--- src/source/bus_pkg.sv ---
package bus_pkg;

   // ########################################
   // Memory bus field types
   // ########################################

   // One data word on any of the buses
   typedef logic [31:0] word_t;

   // Byte address, the low two bits pick a byte inside a word
   typedef logic [31:0] adr_t;

   // Byte lane enables, bit n covers bits 8n+7 to 8n of a word
   typedef logic [3:0]  sel_t;

endpackage

--- src/source/soc_arbiter.sv ---
`timescale 1ns/10ps

module soc_arbiter
   import bus_pkg::*;
(
   // Data side, already limited to the memory region
   input  adr_t  i_dbus_adr,
   input  word_t i_dbus_dat,
   input  sel_t  i_dbus_sel,
   input  logic  i_dbus_we,
   input  logic  i_dbus_cyc,
   output word_t o_dbus_rdt,

   // Instruction side
   input  adr_t  i_ibus_adr,
   input  logic  i_ibus_cyc,
   output word_t o_ibus_rdt,
   output logic  o_ibus_ack,

   // Shared memory port
   output adr_t  o_mem_adr,
   output word_t o_mem_dat,
   output sel_t  o_mem_sel,
   output logic  o_mem_we,
   output logic  o_mem_cyc,
   input  word_t i_mem_rdt,
   input  logic  i_mem_ack
);

   // Data side owns the port whenever it asks
   assign o_mem_adr = i_dbus_cyc ? i_dbus_adr : i_ibus_adr;
   assign o_mem_sel = i_dbus_cyc ? i_dbus_sel : '1;
   assign o_mem_dat = i_dbus_dat;                 // Fetches never write
   assign o_mem_we  = i_dbus_cyc & i_dbus_we;
   assign o_mem_cyc = i_dbus_cyc | i_ibus_cyc;

   assign o_dbus_rdt = i_mem_rdt;
   assign o_ibus_rdt = i_mem_rdt;

   // An ack seen while data cyc is up belongs to the data access
   assign o_ibus_ack = i_mem_ack & ~i_dbus_cyc;

endmodule

--- config.mk ---
export PLATFORM = sky130hd
export DESIGN_NAME = soc_arbiter
export DESIGN_NICKNAME = d
export VERILOG_FILES = /design/src/source/bus_pkg.sv /design/src/source/soc_arbiter.sv
export SDC_FILE = /design/constraint.sdc
export NUM_CORES = 1
export LEC_CHECK = 0
export BUFFER_PORTS_ARGS = -buffer_cell sky130_fd_sc_hd__buf_2
export CAP_MARGIN = 40
export CORE_AREA = 2 2 105 107
export DETAILED_ROUTE_END_ITERATION = 8
export DIE_AREA = 0 0 107 109
export SETUP_SLACK_MARGIN = 0.4
export SYNTH_ARGS = -nofsm -noshare
export SYNTH_HDL_FRONTEND = slang
export SYNTH_SLANG_ARGS = --single-unit
--- constraint.sdc ---
create_clock -name vclk -period 1.4
set_input_delay 0.07 -clock vclk [all_inputs]
set_output_delay 0.07 -clock vclk [all_outputs]
set_load 0.01 [all_outputs]
; ---- After elaboration in Yosys (flattened, before gate mapping)
; Cells that the tools add are included.
[word_totals]
out_inout_bits = 135
in_bits = 136
reg_bits = 0
word_cells = 6
[classes]
mux = 2
n_bitwise = 4
[op_table]
columns = operator, n
row1 = $mux 32, 1
row2 = $mux 4, 1
row3 = $and 1x1->1, 2
row4 = $not 1->1, 1
row5 = $or 1x1->1, 1

; ---- Longest topological paths before layout
[logic_depth]
word_depth = 2
mapped_depth = 3

; ---- Worst setup path after synthesis
; Ideal clock, no wire load.
[synth_timing]
kind = input -> output
start = input port i_dbus_cyc
end = output port o_mem_adr[28]
arrival_time_ps = 629
path_buffers = 2
stages = 3
t_required_ps = 1330
setup_slack_ps = 701
cell_sequence = buf_6 -> buf_6 -> mux2_4
[synth_via]
elab_chain_cells = 1
[synth_rtl]
columns = element, line
row1 = "start, declared", soc_arbiter.sv:11  ; input logic i_dbus_cyc,
row2 = $mux 32, soc_arbiter.sv:31  ; assign o_mem_adr = i_dbus_cyc ? i_dbus_adr : i_ibus_adr;
row3 = "end, declared", soc_arbiter.sv:21  ; output adr_t o_mem_adr,
; Every way passes these cells.

; ---- Worst setup path in the final report
[layout_timing]
start = input port i_dbus_cyc
end = output port o_mem_adr[13]
; Same word-level chain as after synthesis.

==> metrics.txt <==
final hold vios=0; yosys warns=0; DIE AREA=0.01166 mm^2; synthesized area per cell=8.443 um^2; initial antenna violation count=0; final slew viol count=0; Max Freq=1.043 GHz; final core utilization=11.79%; # rows=38; Sequential Power Share=0%; post-route ant nets=0; Sw Ratio=40.97%; worst hold slack=140.0 ps; power per cell area=304.3 mW/mm^2; Total Routing Usage GR=5.368%; dominant cell type by area after synthesis=buf_4; Area contributors post-synth=buf_4, mux2_2, mux2_4; DRC viols=0; post-synthesis cell count=139; vias=890; Hold Buf Count CTS=0; die height=109 um; Mapped Nets=275; Pint=224.5 uW; Comb pwr share=100.0%; WP data arrival=890 ps; Worst setup EP type=output port; switching power=155.8 uW; leading cell types in the layout, fill and taps excluded=buf_2, mux2_2, nand2b_1; required time of the critical path=1330 ps; mean routed wirelength per cell=13.24 um; Ports=271; Slew @ Worst Pin=129.0 ps; setup TNS=0 ps; final wirelength=3905 um; # clk buffers=0; Layout area overhead=6.503%; share of layout cells above drive strength 1=95.48%; placer congestion estimate=0.6662; period utilization=68.49%; Initial Util=11.07%; Reg area=0 um^2; Final Non-Filler Cells=295; Initial DRC Count=13; DP Worst Slack=401.5 ps; sequential share of the synthesized area=0%; share of the synthesized area in the top cell type=62.69%; type of the worst min-delay path=input port to output port; drt pass-1 iters=3; clock network power share=0%; first-pass GRT wire length=4823 um; Worst Path Max Fanout=10; Setup violations, final=0; Ant. Diodes=0; Core Box Area=0.01060 mm^2; Slew HR=91.40%; Post-DP HPWL=3208 um; final net count=293; PnR Total Power=380.4 uW; final instance area=0.001250 mm^2; Port Buffers=111; mapped cell area=0.001174 mm^2; largest net degree at the start of global routing=40; minimum clock period=958.8 ps; Max-cap violations=0; Seq Cell Count=0; grt ovf=0; count of cell types in the netlist=8; placed cell count=291; peak supply drop=88.99 uV; leading cell type in the layout, fill and taps excluded=buf_2; status=finished, final reports clean; Setup Crit Path Kind=input port to output port; die width=107 um; number of global-route vias before repair=865; Fillers=1,231; Cell Area, Placed=0.001166 mm^2; Leak=0.6386 nW; final setup margin=441.2 ps; vias per cell=3.017; unrepaired setup endpoints after global routing=false; Startpoint Class=input port
==> power by group through the flow <==
stage	logic (mW)	clock network (mW)	registers, mW
floorplan	0.449	0	0
global placement	0.353	0	0
detailed placement	0.357	0	0
CTS	0.359	0	0
global route	0.416	0	0
finish	0.380	0	0
==> cell type report <==
class | instances | area (um^2) | area share, %
multi-input combinational | 39 | 415.4 | 33.23
timing repair buffer | 116 | 659.4 | 52.75
tap | 140 | 175.2 | 14.01
==> synthesized netlist by cell type, drive strengths merged <==
library cell	instances
and2	1
nand2b	4
mux2	32
buf	100
or2	1
nor2b	1
==> worst max-delay path: stages <==
cell and delay (ps):
buf_4 160, clkbuf_16 180, mux2_2 330, buf_2 140
==> cells by family after synthesis <==
kind of cell           synth area share [%]
buffers and inverters                 64.61
multiplexers                          31.66
AND/OR/NAND/NOR                       3.732
==> routing by layer <==
layer / vias to the layer above / global-route usage [%] / share of wire, %
li1: 383 / - / -
met1: 383 / 6.321 / 38
met2: 85 / 9.008 / 47
met3: 39 / 1.016 / 10
met4: 0 / 3.340 / 5.5
met5: - / 0 / 0
==> path summary, 6_finish.rpt <==
path	startpoint	endpoint	slack (ps)	cells after the start
setup / recovery	i_dbus_cyc	o_mem_adr[13]	440	4
hold / removal	i_dbus_dat[25]	o_mem_dat[25]	140	0
==> what timing repair did <==
item                       4_1_cts  5_1_grt
hold endpoints to repair         0        0
setup endpoints to repair        0       29
setup buffers                    0        1
gates resized for setup          0        2
Power figures use the tool's default switching activity.
