--- config.mk ---
export PLATFORM = sky130hd
export DESIGN_NAME = soc_mux
export DESIGN_NICKNAME = d
export VERILOG_FILES = /design/src/source/bus_pkg.sv /design/src/source/soc_pkg.sv /design/src/source/soc_mux.sv
export SDC_FILE = /design/constraint.sdc
export NUM_CORES = 1
export LEC_CHECK = 0
export ABC_CLOCK_PERIOD_IN_PS = 3400
export BUFFER_PORTS_ARGS = -buffer_cell sky130_fd_sc_hd__buf_2
export CELL_PAD_IN_SITES_DETAIL_PLACEMENT = 1
export CELL_PAD_IN_SITES_GLOBAL_PLACEMENT = 1
export CORE_MARGIN = 2
export CORE_UTILIZATION = 25
export CTS_CLUSTER_DIAMETER = 50
export DETAILED_ROUTE_END_ITERATION = 7
export PLACE_DENSITY_LB_ADDON = 0.3
export SLEW_MARGIN = 40
export SYNTH_ARGS = -nofsm -noshare
export SYNTH_HDL_FRONTEND = slang
export SYNTH_SLANG_ARGS = --single-unit
export TNS_END_PERCENT = 30
--- constraint.sdc ---
create_clock -name i_clk -period 3.4 [get_ports i_clk]
set_clock_uncertainty 0.05 [all_clocks]
set_input_delay 0.34 -clock i_clk [delete_from_list [all_inputs] [get_ports i_clk]]
set_output_delay 0.34 -clock i_clk [all_outputs]
set_load 0.005 [all_outputs]
--- src/source/bus_pkg.sv ---
package bus_pkg;

   // ########################################
   // Memory bus field types
   // ########################################

   // One data word on any of the buses
   typedef logic [31:0] word_t;

   // Byte address, the low two bits pick a byte inside a word
   typedef logic [31:0] adr_t;

   // Byte lane enables, bit n covers bits 8n+7 to 8n of a word
   typedef logic [3:0]  sel_t;

endpackage

--- src/source/soc_pkg.sv ---
package soc_pkg;

   // ########################################
   // Address map
   // ########################################

   // Region field at the top of the data address
   typedef logic [1:0] region_t;

   // Top bit of the region field
   localparam int c_region_msb = 31;

   // Shared word memory, 0x0000_0000 upwards
   localparam region_t c_region_mem   = 2'd0;

   // Machine timer, 0x8000_0000 upwards
   localparam region_t c_region_timer = 2'd2;

   // Any other region value goes out on the external bus

endpackage

--- src/source/soc_mux.sv ---
`timescale 1ns/10ps

module soc_mux
   import bus_pkg::*, soc_pkg::*;
(
   input  logic  i_clk,
   input  logic  i_arst_n,

   // Data bus from the core
   input  adr_t  i_dbus_adr,
   input  word_t i_dbus_dat,
   input  sel_t  i_dbus_sel,
   input  logic  i_dbus_we,
   input  logic  i_dbus_cyc,
   output word_t o_int_rdt,
   output logic  o_int_ack,

   // Memory region
   output logic  o_mem_cyc,
   input  word_t i_mem_rdt,

   // Timer region
   output logic  o_timer_we,
   output logic  o_timer_cyc,
   input  word_t i_timer_rdt,

   // External region
   output adr_t  o_xbus_adr,
   output word_t o_xbus_dat,
   output sel_t  o_xbus_sel,
   output logic  o_xbus_we,
   output logic  o_xbus_cyc
);

   region_t region;
   logic    sel_mem;
   logic    sel_timer;
   logic    sel_int;
   logic    int_req;       // Internal access waiting for its ack
   logic    timer_q;       // Last acked access went to the timer
   word_t   timer_rdt_q;

   // ########################################
   // Region decode
   // ########################################

   assign region    = i_dbus_adr[c_region_msb -: $bits(region_t)];
   assign sel_mem   = (region == c_region_mem);
   assign sel_timer = (region == c_region_timer);
   assign sel_int   = sel_mem | sel_timer;

   assign o_mem_cyc   = i_dbus_cyc & sel_mem;
   assign o_timer_cyc = i_dbus_cyc & sel_timer;
   assign o_timer_we  = i_dbus_we;

   // Everything else goes out unchanged
   assign o_xbus_cyc = i_dbus_cyc & ~sel_int;
   assign o_xbus_adr = i_dbus_adr;
   assign o_xbus_dat = i_dbus_dat;
   assign o_xbus_sel = i_dbus_sel;
   assign o_xbus_we  = i_dbus_we;

   // ########################################
   // Internal acknowledge and read data
   // ########################################

   assign int_req = i_dbus_cyc & sel_int & ~o_int_ack;

   always_ff @(posedge i_clk or negedge i_arst_n) begin
      if (!i_arst_n) begin
         o_int_ack <= 1'b0;
         timer_q   <= 1'b0;
      end else begin
         o_int_ack <= int_req;
         if (int_req)
            timer_q <= sel_timer;
      end
   end

   // Counter value taken at the same edge as the RAM read
   always_ff @(posedge i_clk) begin
      if (int_req & sel_timer)
         timer_rdt_q <= i_timer_rdt;
   end

   assign o_int_rdt = timer_q ? timer_rdt_q : i_mem_rdt;

endmodule

== Yosys cells after proc, flatten, opt, wreduce, memory -nomap -nowiden ==
Cells that the tools add are included.
W data, S select, Z words.

* Bits in registers: 34
* Bits of input ports: 136
* Output and inout port bits: 106
* Word-level logic and storage cells: 15

* Eq/ne operators: 1
* Mux-type cells: 1
* Bitwise operators: 9
* Reductions and logical operators: 1

{| class="wikitable"
|+ Operator list
! kind !! count
|-
| $mux W32 || 1
|-
| $and A1 B1 Y1 || 6
|-
| $eq A2 B2 Y1 const B || 1
|-
| $logic_not A2 Y1 || 1
|-
| $not A1 Y1 || 2
|-
| $or A1 B1 Y1 || 1
|}

== Longest topological paths before layout ==
* Word-level depth: 5
* Gate-level depth with buffers: 3
* Mapped depth without buffers: 2

== Worst setup path before layout ==
Ideal clock, no wire load.

* Kind: register to register
* Start: register o_int_ack
* End: register timer_rdt_q[0], enable pin
* Library setup time: 392 ps
* Data arrival time: 1428 ps
* Data required time: 2958 ps
* Path slack: 1530 ps
* Stages on the path, launching flop included: 3
* Path buffers: 0
* Clock period less this slack: 1870 ps
* Path through: dfrtp_1 -> nor3b_4 -> and2_1

* Cells in the longest elaborated chain, start to end: 3

{| class="wikitable"
|+ RTL lines
! what !! RTL line !! text
|-
| from (decl) || soc_mux.sv:16 || <nowiki>output logic o_int_ack,</nowiki>
|-
| from (signal assigned) || soc_mux.sv:74 || <nowiki>o_int_ack <= int_req;</nowiki>
|-
| $not A1 Y1 || soc_mux.sv:67 || <nowiki>assign int_req = i_dbus_cyc & sel_int & ~o_int_ack;</nowiki>
|-
| $and A1 B1 Y1 || soc_mux.sv:67 ||
|-
| via int_req || soc_mux.sv:39 || <nowiki>logic int_req;</nowiki>
|-
| $and A1 B1 Y1 || soc_mux.sv:82 || <nowiki>if (int_req & sel_timer)</nowiki>
|-
| to (signal assigned) || soc_mux.sv:83 || <nowiki>timer_rdt_q <= i_timer_rdt;</nowiki>
|-
| to (decl) || soc_mux.sv:41 || <nowiki>word_t timer_rdt_q;</nowiki>
|}

The timed path passes the listed nets, and every way through them passes these cells.
A chain may end at the register's enable or synchronous reset.

== Worst setup path after layout ==
* Start: register timer_q
* End: output port o_int_rdt[31]

* Cells in the longest elaborated chain, start to end: 1

{| class="wikitable"
|+ RTL lines
! what !! RTL line !! text
|-
| from (decl) || soc_mux.sv:40 || <nowiki>logic timer_q;</nowiki>
|-
| from (signal assigned) || soc_mux.sv:76 || <nowiki>timer_q <= sel_timer;</nowiki>
|-
| $mux W32 || soc_mux.sv:86 || <nowiki>assign o_int_rdt = timer_q ? timer_rdt_q : i_mem_rdt;</nowiki>
|-
| to (decl) || soc_mux.sv:15 || <nowiki>output word_t o_int_rdt,</nowiki>
|}

Every way passes these cells.

==> impl_metrics.prom <==
# TYPE chip_impl_metric gauge
chip_impl_metric{name="worst-r2r-setup-slack",unit="ns"} 1.83
chip_impl_metric{name="floorplan.core_area",unit="µm²"} 8260
chip_impl_metric{name="mapped_avg_cell_area",unit="µm²"} 14.6
chip_impl_metric{name="clk_pin_slew_worst_setup_hold_paths",unit="ns"} 0.08
chip_impl_info{name="grt_setup_unrepaired",value="false"} 1
chip_impl_metric{name="io_pins",unit=""} 242
chip_impl_metric{name="synth.ff_latch_count",unit=""} 34
chip_impl_metric{name="tritoncts_num_sinks",unit=""} 34
chip_impl_metric{name="worstPathRequired",unit="ns"} 3.01
chip_impl_metric{name="postCtsSetupRepairBufs",unit=""} 0
chip_impl_metric{name="drtIter0Drc",unit=""} 24
chip_impl_metric{name="total_grt_usage",unit="%"} 12.1
chip_impl_info{name="cts_tree",value="yes"} 1
chip_impl_metric{name="slew_headroom",unit="%"} 58.9
chip_impl_metric{name="antenna-diode-count",unit=""} 0
chip_impl_metric{name="setup-violations-final",unit=""} 0
chip_impl_info{name="synthFlopType",value="edfxtp_1"} 1
chip_impl_info{name="cp_max_stage_cell",value="dfrtp_4"} 1
chip_impl_metric{name="fmaxAchievable",unit="MHz"} 487
chip_impl_metric{name="worst-endpoint-arrival",unit="ns"} 1.66
chip_impl_info{name="clock-root-buffer",value="clkbuf_8"} 1
chip_impl_metric{name="hold_depth",unit=""} 1
chip_impl_metric{name="setup_tns",unit="ns"} 0
chip_impl_metric{name="numCtsBuffers",unit=""} 5
chip_impl_metric{name="wl_per_instance",unit="µm"} 21.1
chip_impl_metric{name="nNetsFinal",unit=""} 323
chip_impl_metric{name="max_cap_viols",unit=""} 0
chip_impl_metric{name="vdd_ir_drop_max",unit="mV"} 0.225
chip_impl_info{name="synth_commonest_cells",value="buf_4 (70), edfxtp_1 (32), mux2_4 (29), mux2_2 (4), buf_12 (3)"} 1
chip_impl_info{name="crit_path_end_kind",value="output pin"} 1
chip_impl_metric{name="timing.critical_path.depth",unit=""} 2
chip_impl_metric{name="placement.io_buffers",unit=""} 106
chip_impl_metric{name="vias_in_the_first_global_route",unit=""} 1249
chip_impl_metric{name="cts.hold.buffers_added",unit=""} 1
chip_impl_metric{name="synthesis.area",unit="µm²"} 2140
chip_impl_metric{name="grt_first_pass_wirelength",unit="µm"} 7740
chip_impl_metric{name="fillCellCount",unit=""} 939
chip_impl_metric{name="max_slew.worst_pin.slew",unit="ns"} 0.616
chip_impl_metric{name="via_per_inst",unit=""} 4.13
chip_impl_metric{name="cpPeakStageDelay",unit="ns"} 0.84
chip_impl_metric{name="drt_drc_violations_left",unit=""} 0
chip_impl_metric{name="fp-row-count",unit=""} 33
chip_impl_metric{name="die-area",unit="µm²"} 9300
chip_impl_info{name="timing.critical_path.from_type",value="flop"} 1
chip_impl_metric{name="min_period_over_period",unit="%"} 60.4
chip_impl_metric{name="post-route-min-period",unit="ns"} 2.05
chip_impl_metric{name="cts_max_path_buffers",unit=""} 2
chip_impl_metric{name="initial_core_util",unit="%"} 25.9
chip_impl_metric{name="synthesis.instances",unit=""} 146
chip_impl_metric{name="flow.area_growth_from_synthesis",unit="%"} 9.37
chip_impl_metric{name="finalHoldViolCount",unit=""} 0
chip_impl_info{name="outcome",value="complete, no violations"} 1
chip_impl_info{name="post_synth_top_area_cell",value="edfxtp_1"} 1
chip_impl_metric{name="ys_types",unit=""} 11
chip_impl_metric{name="synth_edf_count",unit=""} 32
chip_impl_metric{name="h-tree-depth",unit=""} 2
chip_impl_metric{name="fp.dieH",unit="µm"} 96.4
chip_impl_metric{name="clkLatencyLatePin",unit="ns"} 0.28
chip_impl_metric{name="drtPass1Iterations",unit=""} 4
chip_impl_info{name="timing.hold.worst.class",value="input port to flop"} 1
chip_impl_metric{name="grt_antenna_before_repair",unit=""} 0
chip_impl_metric{name="detail_route.wirelength",unit="µm"} 6180
chip_impl_metric{name="drive_above_1_share",unit="%"} 79.8
chip_impl_info{name="critical-path-top-delay-family",value="flip-flops"} 1
chip_impl_metric{name="p_leak",unit="µW"} 0.00107
chip_impl_info{name="synth.top_cells.by_area",value="edfxtp_1 (45%), buf_4 (25%), mux2_4 (20%), buf_12 (2.8%), dfrtp_1 (2.3%)"} 1
chip_impl_metric{name="placement.cell_area",unit="µm²"} 2210
chip_impl_metric{name="worst-path-buf-inv",unit=""} 1
chip_impl_metric{name="crit_fanout",unit=""} 33
chip_impl_metric{name="post_cts_resized",unit=""} 0
chip_impl_metric{name="vias",unit=""} 1209
chip_impl_metric{name="powerDensity",unit="nW/µm²"} 472
chip_impl_metric{name="layout.cell_area.non_filler",unit="µm²"} 2340
chip_impl_info{name="worst-setup-path-type",value="flop to output pin"} 1
chip_impl_metric{name="grt_start_max_net_pins",unit=""} 34
chip_impl_info{name="synthMostInstantiatedCell",value="buf_4"} 1
chip_impl_metric{name="chipWidth",unit="µm"} 96.4
chip_impl_metric{name="synth-warning-count",unit=""} 0
chip_impl_metric{name="maxSlewViolCount",unit=""} 0
chip_impl_metric{name="number_of_cells_traversed_by_the_worst_register_to_register_path",unit=""} 3
chip_impl_info{name="path_cells",value="mux2_2 > buf_2"} 1
chip_impl_metric{name="seq_area_frac_synth",unit="%"} 47.3
chip_impl_metric{name="dp.final_hpwl",unit="µm"} 5170
chip_impl_metric{name="ys_async_sr_fraction",unit="%"} 5.88
chip_impl_metric{name="synth_largest_type_area_fraction",unit="%"} 45.0
chip_impl_metric{name="route.antenna.remaining_nets",unit=""} 0
chip_impl_metric{name="globalRoute.totalOverflow",unit=""} 0
chip_impl_metric{name="mappedNetlistNets",unit=""} 282
chip_impl_metric{name="gp_congestion",unit=""} 0.686
[per-stage QoR]
| step | setup slack, ns | hold slack, ns | instances | total power, µW | utilization (%) |
|---|---|---|---|---|---|
| 2_1_floorplan | 1.53 | -0.00559 | 146 | 725 | - |
| 3_3_place_gp | 1.42 | 0.0774 | 284 | 739 | 26.8 |
| 3_5_place_dp | 1.64 | 0.0807 | 284 | 739 | 26.8 |
| 4_1_cts | 1.30 | 0.156 | 293 | 1140 | 28.3 |
| 5_1_grt | 1.25 | 0.150 | 293 | 1160 | 28.3 |
| 6_report | 1.35 | 0.175 | 293 | 1100 | 28.3 |
[worst paths after layout]
path	start	endpoint
min	i_timer_rdt[29]	timer_rdt_q[29]
min reg2reg	o_int_ack	o_int_ack
max	timer_q	o_int_rdt[31]
min in group asynchronous	i_arst_n	o_int_ack
max in group asynchronous	i_arst_n	timer_q
max reg2reg	o_int_ack	timer_rdt_q[11]
[area by class of cell]
| cell class | count | area, µm² | area share, % |
|---|---|---|---|
| Tap cell | 105 | 131 | 5.62 |
| Timing Repair Buffer | 108 | 548 | 23.5 |
| Multi-Input combinational cell | 38 | 528 | 22.6 |
| Sequential cell | 34 | 1010 | 43.4 |
| Clock inverter | 3 | 45.0 | 1.93 |
| Clock buffer | 5 | 68.8 | 2.95 |
[power by group]
group	internal [µW]	switching (µW)
clock network	218	160
logic	150	60.8
registers	474	40.6
total	842	261
[cell families (layout without fill, tap and decap cells)]
kind of cell / Yosys count / in the layout / share of synthesized area, %
simple gates: 5 / 5 / 2.23
flops: 34 / 34 / 47.3
buf+inv: 74 / 116 / 27.9
mux: 33 / 33 / 22.5
[worst register-to-register path, stage by stage, from the launching register on]
cell,delay [ns]
dfrtp_1,0.42
nor3b_4,0.21
and2_1,0.15
buf_4,0.39
[per-layer routing]
layer | vias up | GRT usage [%] | share of wire, % | wire, µm
li1 | 514 | - | - | -
met1 | 531 | 10.3 | 28 | 1750
met2 | 158 | 20.1 | 47 | 2890
met3 | 6 | 11.3 | 24 | 1480
met4 | 0 | 3.64 | 0.95 | 59
met5 | - | 0 | 0 | 0
[placed cells by master, fill, tap and decap left out]
cell	Yosys	layout
and2_1	2	2
and3b_1	1	1
buf_2	0	106
buf_4	70	1
bufinv_16	0	1
clkbuf_8	0	5
clkinvlp_4	0	2
dfrtp_1	2	1
dfrtp_4	0	1
dlygate4sd3_1	0	1
edfxtp_1	32	32
mux2_2	4	4
mux2_4	29	29
nor3b_1	1	1
nor3b_4	1	1
[flip-flops by register name, indices dropped and copies added (netlist names)]
register,count
timer_q,1
o_int_ack,1
timer_rdt_q,32
(Power assumes the default switching activity.)
