<file path="src/source/bus_pkg.sv">
package bus_pkg;

   // ########################################
   // Memory bus field types
   // ########################################

   // One data word on any of the buses
   typedef logic [31:0] word_t;

   // Byte address, the low two bits pick a byte inside a word
   typedef logic [31:0] adr_t;

   // Byte lane enables, bit n covers bits 8n+7 to 8n of a word
   typedef logic [3:0]  sel_t;

endpackage

</file>
<file path="src/source/soc_timer.sv">
`timescale 1ns/10ps

module soc_timer
   import bus_pkg::*;
(
   input  logic  i_clk,
   input  logic  i_arst_n,
   input  logic  i_cyc,
   input  logic  i_we,
   input  word_t i_dat,
   output word_t o_rdt,
   output logic  o_irq
);

   word_t mtime;
   word_t mtimecmp;
   word_t time_diff;

   // Wrap-safe compare, the sign of the difference decides
   assign time_diff = mtime - mtimecmp;
   assign o_rdt     = mtime;

   always_ff @(posedge i_clk or negedge i_arst_n) begin
      if (!i_arst_n) begin
         mtime    <= '0;
         mtimecmp <= 32'h8000_0000;   // Half a wrap away
         o_irq    <= 1'b0;
      end else begin
         mtime <= mtime + 32'd1;
         if (i_cyc && i_we)
            mtimecmp <= i_dat;
         o_irq <= ~time_diff[$bits(word_t)-1];
      end
   end

endmodule

</file>
<file path="config.mk">
export PLATFORM = sky130hd
export DESIGN_NAME = soc_timer
export DESIGN_NICKNAME = d
export VERILOG_FILES = /design/src/source/bus_pkg.sv /design/src/source/soc_timer.sv
export SDC_FILE = /design/constraint.sdc
export NUM_CORES = 1
export LEC_CHECK = 0
export BUFFER_PORTS_ARGS = -buffer_cell sky130_fd_sc_hd__buf_2
export CORE_MARGIN = 3
export CORE_UTILIZATION = 35
export DETAILED_ROUTE_END_ITERATION = 12
export MAX_ROUTING_LAYER = met4
export PLACE_DENSITY = 0.64
export SLEW_MARGIN = 40
export SYNTH_ARGS = -nofsm -noshare
export SYNTH_HDL_FRONTEND = slang
export SYNTH_SLANG_ARGS = --single-unit
</file>
<file path="constraint.sdc">
create_clock -name i_clk -period 3.11 [get_ports i_clk]
set_input_delay 0.311 -clock i_clk [delete_from_list [all_inputs] [get_ports i_clk]]
set_output_delay 0.311 -clock i_clk [all_outputs]
set_load 0.05 [all_outputs]
</file>
Word-level counts from Yosys, hierarchy flattened
Cells that the tools add are included.
Storage, ports and cells
  output and inout port bits: 33
  word-level logic and storage cells: 7
  input port bits: 36
  register bits: 65
Operators by class
  bitwise logic cells: 1
  reduce and logical (&&, ||, !) cells: 1
  $add $sub $neg: 2
Operators by type and width (number)
  adder 32 x 1 -> 32 bit (second input constant): 1
  subtractor 32 bit: 1
  logical AND 1 bit: 1
  NOT 1 bit: 1

Depth between registers and ports, before layout
Gate-level depths: netlist of run 1.
  depth after elaboration: 2
  gate-level depth with buffers: 8
  mapped depth without buffers: 8

Least setup slack after synthesis of run 1
Ideal clock, no wire load.
  path type: register to register
  start point: register mtime[10], in the netlist o_rdt[10]
  end point: register mtime[31], in the netlist o_rdt[31]
  required time: 2968 ps
  setup slack: 1184 ps
  arrival: 1784 ps
  setup time: 142 ps
  stages on the path, launching flop included: 7
  path buffers: 0
  period minus slack after synthesis: 1926 ps
  cell sequence: dfrtp_1 -> nand4_2 -> nor4_4 -> nand2_2 -> nor2_2 -> nand4_1 -> xnor2_1
Between the ends
  longest elaborated chain between the ends: 1
Ends and longest elaborated chain
  start: declaration: line soc_timer.sv:15  | word_t mtime;
  start signal: assignment: line soc_timer.sv:29  | mtime <= mtime + 32'd1;
  adder 32 x 1 -> 32 bit: line soc_timer.sv:29
Every way passes these cells.
A chain may end at the register's enable or synchronous reset.

Worst setup path in the final report of run 1
  start point: register mtime[30], in the netlist o_rdt[30]
  end point: register o_irq
Between the ends
  longest elaborated chain between the ends: 2
Ends and longest elaborated chain
  subtractor 32 bit: line soc_timer.sv:20  | assign time_diff = mtime - mtimecmp;
  NOT 1 bit: line soc_timer.sv:32  | o_irq <= ~time_diff[$bits(word_t)-1];
  end signal: assignment: line soc_timer.sv:32
  end: declaration: line soc_timer.sv:12  | output logic o_irq
Every way passes these cells.

==> results of run 1 <==
[power groups by stage]
stage	sequential (W)	clock (W)	combinational, W
finish	0.000942	0.000643	0.000218
CTS	0.000943	0.000664	0.000223
global placement	0.000956	0	0.000212
global route	0.000951	0.000704	0.000256
detailed placement	0.000959	0	0.000221
floorplan	0.000955	0	0.000138
[stage by stage]
step	total power, W	cell area (um2)	utilization
3_5_place_dp	0.00118	3890	0.419
6_report	0.00180	4070	0.439
5_1_grt	0.00191	4070	0.439
2_1_floorplan	0.00109	3350	-
3_3_place_gp	0.00117	3860	0.416
4_1_cts	0.00183	4070	0.439
[worst max-delay path, cell delays in order, from the launching register on]
cell      delay [ps]
dfrtp_1          440
ha_1             330
nand4_1          110
nor3_1           360
a221oi_1         140
nand3_1          110
a21oi_1           60
xnor2_1          130
[kinds of logic after synthesis]
kind of cell | synth area share
muxes | 0.108
AOI/OAI and AO/OA | 0.0400
buffers and inverters | 0.0381
and+or+nand+nor | 0.129
adders and majority gates | 0.116
xor gates and xnor gates | 0.0837
DFF | 0.486
[flip-flops by register name, summed over array words and instances (netlist names)]
| signal | cells |
|---|---|
| o_irq | 1 |
| o_rdt | 32 |
| mtimecmp | 32 |
[synthesized netlist by cell type (2+ instances only)]
cell	n	area, um2
and4_1	3	26.3
xnor2_1	23	201
a21oi_1	17	85.1
nand4_1	8	50.1
o21ai_0	6	30.0
o21ai_1	2	10.0
nand2_1	29	109
nand3_1	11	55.1
nor2_1	5	18.8
and3_1	8	50.1
ha_1	31	388
buf_1	3	11.3
dfrtp_1	64	1600
xor2_1	9	78.8
inv_1	31	116
mux2_1	16	180
nor2_2	4	25.0
mux2_2	16	180
[final cells by class]
class | instances | area, um2
fillers | 911 | 5210
flip-flops and latches | 65 | 1630
multi-input cells | 199 | 1590
well taps | 129 | 161
inverters | 31 | 116
clock inverters | 3 | 15.0
repair buffers | 73 | 400
clock buffers | 13 | 159
[metal layers]
metal  track usage  wire (um)  vias up
met2         0.219       3050       49
met1         0.181       3290     1100
li1              -          -     1176
met3        0.0430        323        7
met5             -          0        -
met4        0.0484        121        0
[path summary, 6_finish.rpt]
| path | depth (start not counted) | slack (ps) | from | endpoint |
|---|---|---|---|---|
| setup / recovery | 7 | 1310 | o_rdt[30] | o_irq |
| hold / removal | 2 | 180 | i_dat[13] | mtimecmp[13] |
| setup reg to reg | 7 | 1310 | o_rdt[30] | o_irq |
| hold reg to reg | 1 | 490 | mtimecmp[0] | mtimecmp[0] |
| max in group asynchronous | 4 | 1990 | i_arst_n | o_rdt[0] |
| min in group asynchronous | 2 | 410 | i_arst_n | o_rdt[28] |
[placed cells by master (no fill, tap or decap), drive strengths merged, types with 2 or more instances in the layout]
cell type  instances
ha                31
nor2               9
nand4              9
and3               8
xor2               9
and4               4
dfrtp             64
inv               31
clkbuf            13
clkinv             3
mux2              32
xnor2             23
a21oi             17
nand2             30
buf               72
nand3             11
nand2b             2
o21ai              8
==> metrics.md, run 1 <==
| Metric | Value |
|---|---|
| CTS tree | yes |
| Result of the run | finished clean |
| Worst Tran Pin Value | 444 ps |
| Worst endpoint required time | 3330 ps |
| Number of ports placed on the die boundary | 69 |
| Minimum setup slack in the final design | 1310 ps |
| Worst Hold Class | primary input to register |
| Worst vdd ir | 0.000165 V |
| Relative contribution of sequential cells to total power | 0.523 |
| Pre-Repair DR Iteration Count | 4 |
| Gate count after technology mapping | 298 |
| Arrival time reported for the critical path endpoint | 2020 ps |
| Power density normalized to cell area | 442 nW/um2 |
| Final setup skew | 12.2 ps |
| Relative slew slack | 0.704 |
| H-tree level count | 3 |
| Category of the worst setup path launch point | register |
| Die X-Extent | 104 um |
| CTS-repair resized insts | 0 |
| Final-report setup violation count | 0 |
| EDFF count, synth | 0 |
| Post-Layout Cell Count | 513 |
| Number of clock sinks | 65 |
| Post-layout minimum cycle time | 1800 ps |
| Vias per inst | 4.55 |
| Clock Latency Late Sink | 340 ps |
| Height of the die | 104 um |
| Maximum number of buffers from clock root to sink | 2 |
| Full die area | 10,800 um2 |
| HPWL reported at the end of detailed placement | 5230 um |
| Post-Syn Nets | 365 |
| Worst Setup End Kind | register |
| Synth cell types | 30 |
| Starting Density | 0.361 |
| WHS | 179 ps |
| Via Count | 2,332 |
| Setup TNS Final | 0 ps |
| Sum of routed wire length over all layers | 6790 um |
| Dominant register cell in the synthesized netlist | dfrtp_1 |
| Number of synthesized register bits | 65 |
| Synth Area per Inst | 11.2 um2 |
| DP Worst Slack | 1320 ps |
| Share of power burned in the clock network | 0.357 |
| Psw | 0.000456 W |
| Hold violation count in the final report | 0 |
| CP Class | register to register |
| FMAX | 0.556 GHz |
| Root buffer cell | clkbuf_8 |
| Synthesis-to-finish area growth | 21.6% |
| Post-layout net count | 446 |
| Asr flop ratio synth | 1.00 |
| Weighted congestion reported at the end of routability-driven placement | 0.867 |
| Clock-pin slew on the worst setup and hold paths | 80 ps |
| Antenna Cells | 0 |
| Number of maximum-capacitance violations | 0 |
| Port-buffer cells | 68 |
| Core ar. | 9280 um2 |
| First-pass GRT wire length | 12,000 um |
| Vias in the first global route | 2,484 |
| GRT Util Overall | 0.143 |
| Post-CTS Setup Bufs | 0 |
| Placed Instances | 496 |
| Leakage power total | 2.15 nW |
| Fin crit share | 0.579 |
| Routed length per placed instance | 13.2 um |
| Largest fanout on the critical path | 4 |
| Internal portion of total power | 0.00135 W |
| Cell area after technology mapping | 3350 um2 |
| Setup repair after global routing missed its margin | false |
| Warnings, synthesis | 0 |
| Initial antenna violation count | 0 |
| Max-slew violation count | 0 |
| Proportion of layout cells with a drive suffix above 1 | 0.294 |
| Iteration-0 DRC count of the detailed router | 58 |
| DRC Markers | 0 |
| Sequential fraction of the synthesis area | 0.486 |
| Number of buffers inserted during clock tree synthesis | 9 |
| Hold buffer count at CTS | 1 |
| Maximum number of pins on one net before global-route repair | 33 |
| Placement Rows | 35 |
| Number of antenna-violating nets in the routed design | 0 |
| Sw frac | 0.253 |
| Fraction of power consumed by combinational cells | 0.121 |
| Congestion Overflow GR | 0 |
No activity file was read; power rests on OpenSTA's default activity.
==> run 2: changes to the inputs <==
Settings changed: PLACE_DENSITY 0.64 to 0.66.
Clock period 3.11 ns to 1.48 ns, I/O delays scaled along.
==> run 2 against run 1 <==
  * The flow now finishes with violations (setup timing)
  * Clock-buffer cell count shrank 3
  * Critical path depth shrank 1
  * Largest power group unchanged
  * Combinational power grew 150%
  * Clock skew shrank 1.1 ps
==> metrics.md, run 2 (synthesized netlist as in run 1, its figures left out) <==
| Metric | Value |
|---|---|
| FMAX | 0.631 GHz |
| Maximum number of pins on one net before global-route repair | 66 |
| Placement Rows | 35 |
| Max-slew violation count | 0 |
| Height of the die | 104 um |
| Hold violation count in the final report | 0 |
| Overall power after layout | 0.00418 W |
| Worst Hold Class | primary input to register |
| Number of clock sinks | 65 |
| Reg-to-reg critical path endpoint | o_irq |
| WHS Path Cells | 2 |
| Post-layout net count | 500 |
| Post-layout minimum cycle time | 1590 ps |
| Full die area | 10,800 um2 |
| Number of antenna-violating nets in the routed design | 0 |
| Die X-Extent | 104 um |
| Maximum number of buffers from clock root to sink | 2 |
| Largest fanout on the critical path | 3 |
| Fin crit share | 1.07 |
| H-tree level count | 3 |
| Initial antenna violation count | 0 |
| Port-buffer cells | 68 |
| First-pass GRT wire length | 12,700 um |
| Worst endpoint required time | 1700 ps |
| Slowest-stage cell, CP | dfrtp_2 |
| Worst Setup End Kind | register |
| Clock Latency Late Sink | 340 ps |
| Setup repair after global routing missed its margin | true |
| Proportion of layout cells with a drive suffix above 1 | 0.539 |
| Cells traversed along the worst timing path | ha_4, nand4_1, nor3_2, and3_1, a21oi_2, xnor2_1 |
| Leading cell type in the layout, fill and taps excluded | buf_2 |
| Number of ports placed on the die boundary | 69 |
| Number of filler instances in the final layout | 871 |
| Iteration-0 DRC count of the detailed router | 72 |
| Relative slew slack | 0.764 |
| Starting Density | 0.361 |
| Synthesis-to-finish area growth | 45.6% |
| Hold endpoint | mtimecmp[3] |
| Worst vdd ir | 0.000414 V |
| Pre-Repair DR Iteration Count | 5 |
| Clock-pin slew on the worst setup and hold paths | 80 ps |
| Final setup skew | 11.1 ps |
| HPWL reported at the end of detailed placement | 5550 um |
| Antenna Cells | 0 |
| Routed length per placed instance | 13.3 um |
| Congestion Overflow GR | 0 |
| Setup TNS Final | -267 ps |
| Power density normalized to cell area | 858 nW/um2 |
| Final-report setup violation count | 5 |
| Leakage power total | 2.45 nW |
| Number of buffers inserted during clock tree synthesis | 9 |
| Post-Layout Cell Count | 567 |
| Slack of the worst reg-to-reg path | -110 ps |
| Commonest cells after routing, fill and taps aside | buf_2, buf_4, dfrtp_1, dfrtp_2, inv_1 |
| Launch instance of the worst register-to-register path | o_rdt[29] |
| Weighted congestion reported at the end of routability-driven placement | 0.782 |
| Root buffer cell | clkbuf_8 |
| Worst Tran Pin Value | 354 ps |
| Placed Instances | 539 |
| Logic depth of the worst register-to-register path | 6 |
| CTS tree | yes |
| Via Count | 2,595 |
| Vias in the first global route | 2,709 |
| Number of maximum-capacitance violations | 0 |
| Failing checks | setup timing |
| DRC Markers | 0 |
| Launch instance of the worst min-delay path | i_dat[3] |
| Core ar. | 9280 um2 |
| Final core utilization | 0.525 |
| Result of the run | complete, but fails checks |
| Category of the worst setup path launch point | register |
| GRT Util Overall | 0.150 |
| Arrival time reported for the critical path endpoint | 1800 ps |
| Stage delay of the slowest cell on the critical path | 430 ps |
| Sum of routed wire length over all layers | 7540 um |
| CP Class | register to register |
| Vias per inst | 4.58 |
| Minimum setup slack in the final design | -106 ps |
run 2: changes by cell type in the layout (fill, tap and decap cells not counted), sizes merged:
cell / previous run / this run
clkinvlp: 0 / 2
clkinv: 3 / 2
bufinv: 0 / 2
dlygate4sd3: 1 / 5
buf: 72 / 122
clkbuf: 13 / 10
run 2: worst max path at each step:
stage	from	to	cells past startpoint
after floorplan	o_rdt[16]	o_rdt[31]	6
after global placement	o_rdt[2]	o_irq	7
after detailed placement	o_rdt[2]	o_irq	7
after CTS	o_rdt[29]	o_irq	6
after global routing	o_rdt[12]	o_irq	7
final	o_rdt[29]	o_irq	6
run 2: per-stage QoR:
stage / setup slack (ps) / hold slack (ps) / cell area (um2)
2_1_floorplan: -164 / -148 / 3550
3_3_place_gp: -144 / 194 / 4420
3_5_place_dp: -158 / 194 / 4420
4_1_cts: -99.7 / 2.37 / 4800
5_1_grt: -190 / 3.47 / 4880
6_report: -106 / 17.4 / 4880
run 2: critical path: cells and delay by family, from the launching register on:
| kind | cells | cell delay, ps |
|---|---|---|
| simple gates | 3 | 560 |
| flops | 1 | 430 |
| compound gates | 1 | 60 |
| xor+xnor | 1 | 120 |
| fa+ha+maj | 1 | 290 |
run 2: area by class of cell:
cell class                 count  area, um2  share of cell area
clock inverter                 6       92.6              0.0190
clock buffer                  10        128              0.0262
tap                          129        161              0.0331
inverter                      31        116              0.0239
timing repair buffer         127        832               0.171
sequential                    65       1670               0.342
multi-input combinational    199       1880               0.386
run 2: timing repair:
item	in CTS	in global routing
pin swaps	9	13
endpoints found under the hold margin	68	0
buffers inserted	5	2
hold buffers	5	0
endpoints found under the setup margin	8	15
resized for setup	15	16
run 2: power breakdown:
group | leakage [nW] | total, W | switching (W) | internal [W]
clock network | 0.103 | 0.00166 | 0.000708 | 0.000954
registers | 0.771 | 0.00198 | 0.0000668 | 0.00191
logic | 1.58 | 0.000544 | 0.000272 | 0.000272
total | 2.45 | 0.00418 | 0.00105 | 0.00314
run 2: metal layers:
metal / GRT usage / up-vias / share of wire
met5: - / - / 0
met4: 0.0551 / 0 / 0.019
met3: 0.0324 / 13 / 0.038
met2: 0.245 / 52 / 0.50
met1: 0.184 / 1241 / 0.45
li1: - / 1289 / -
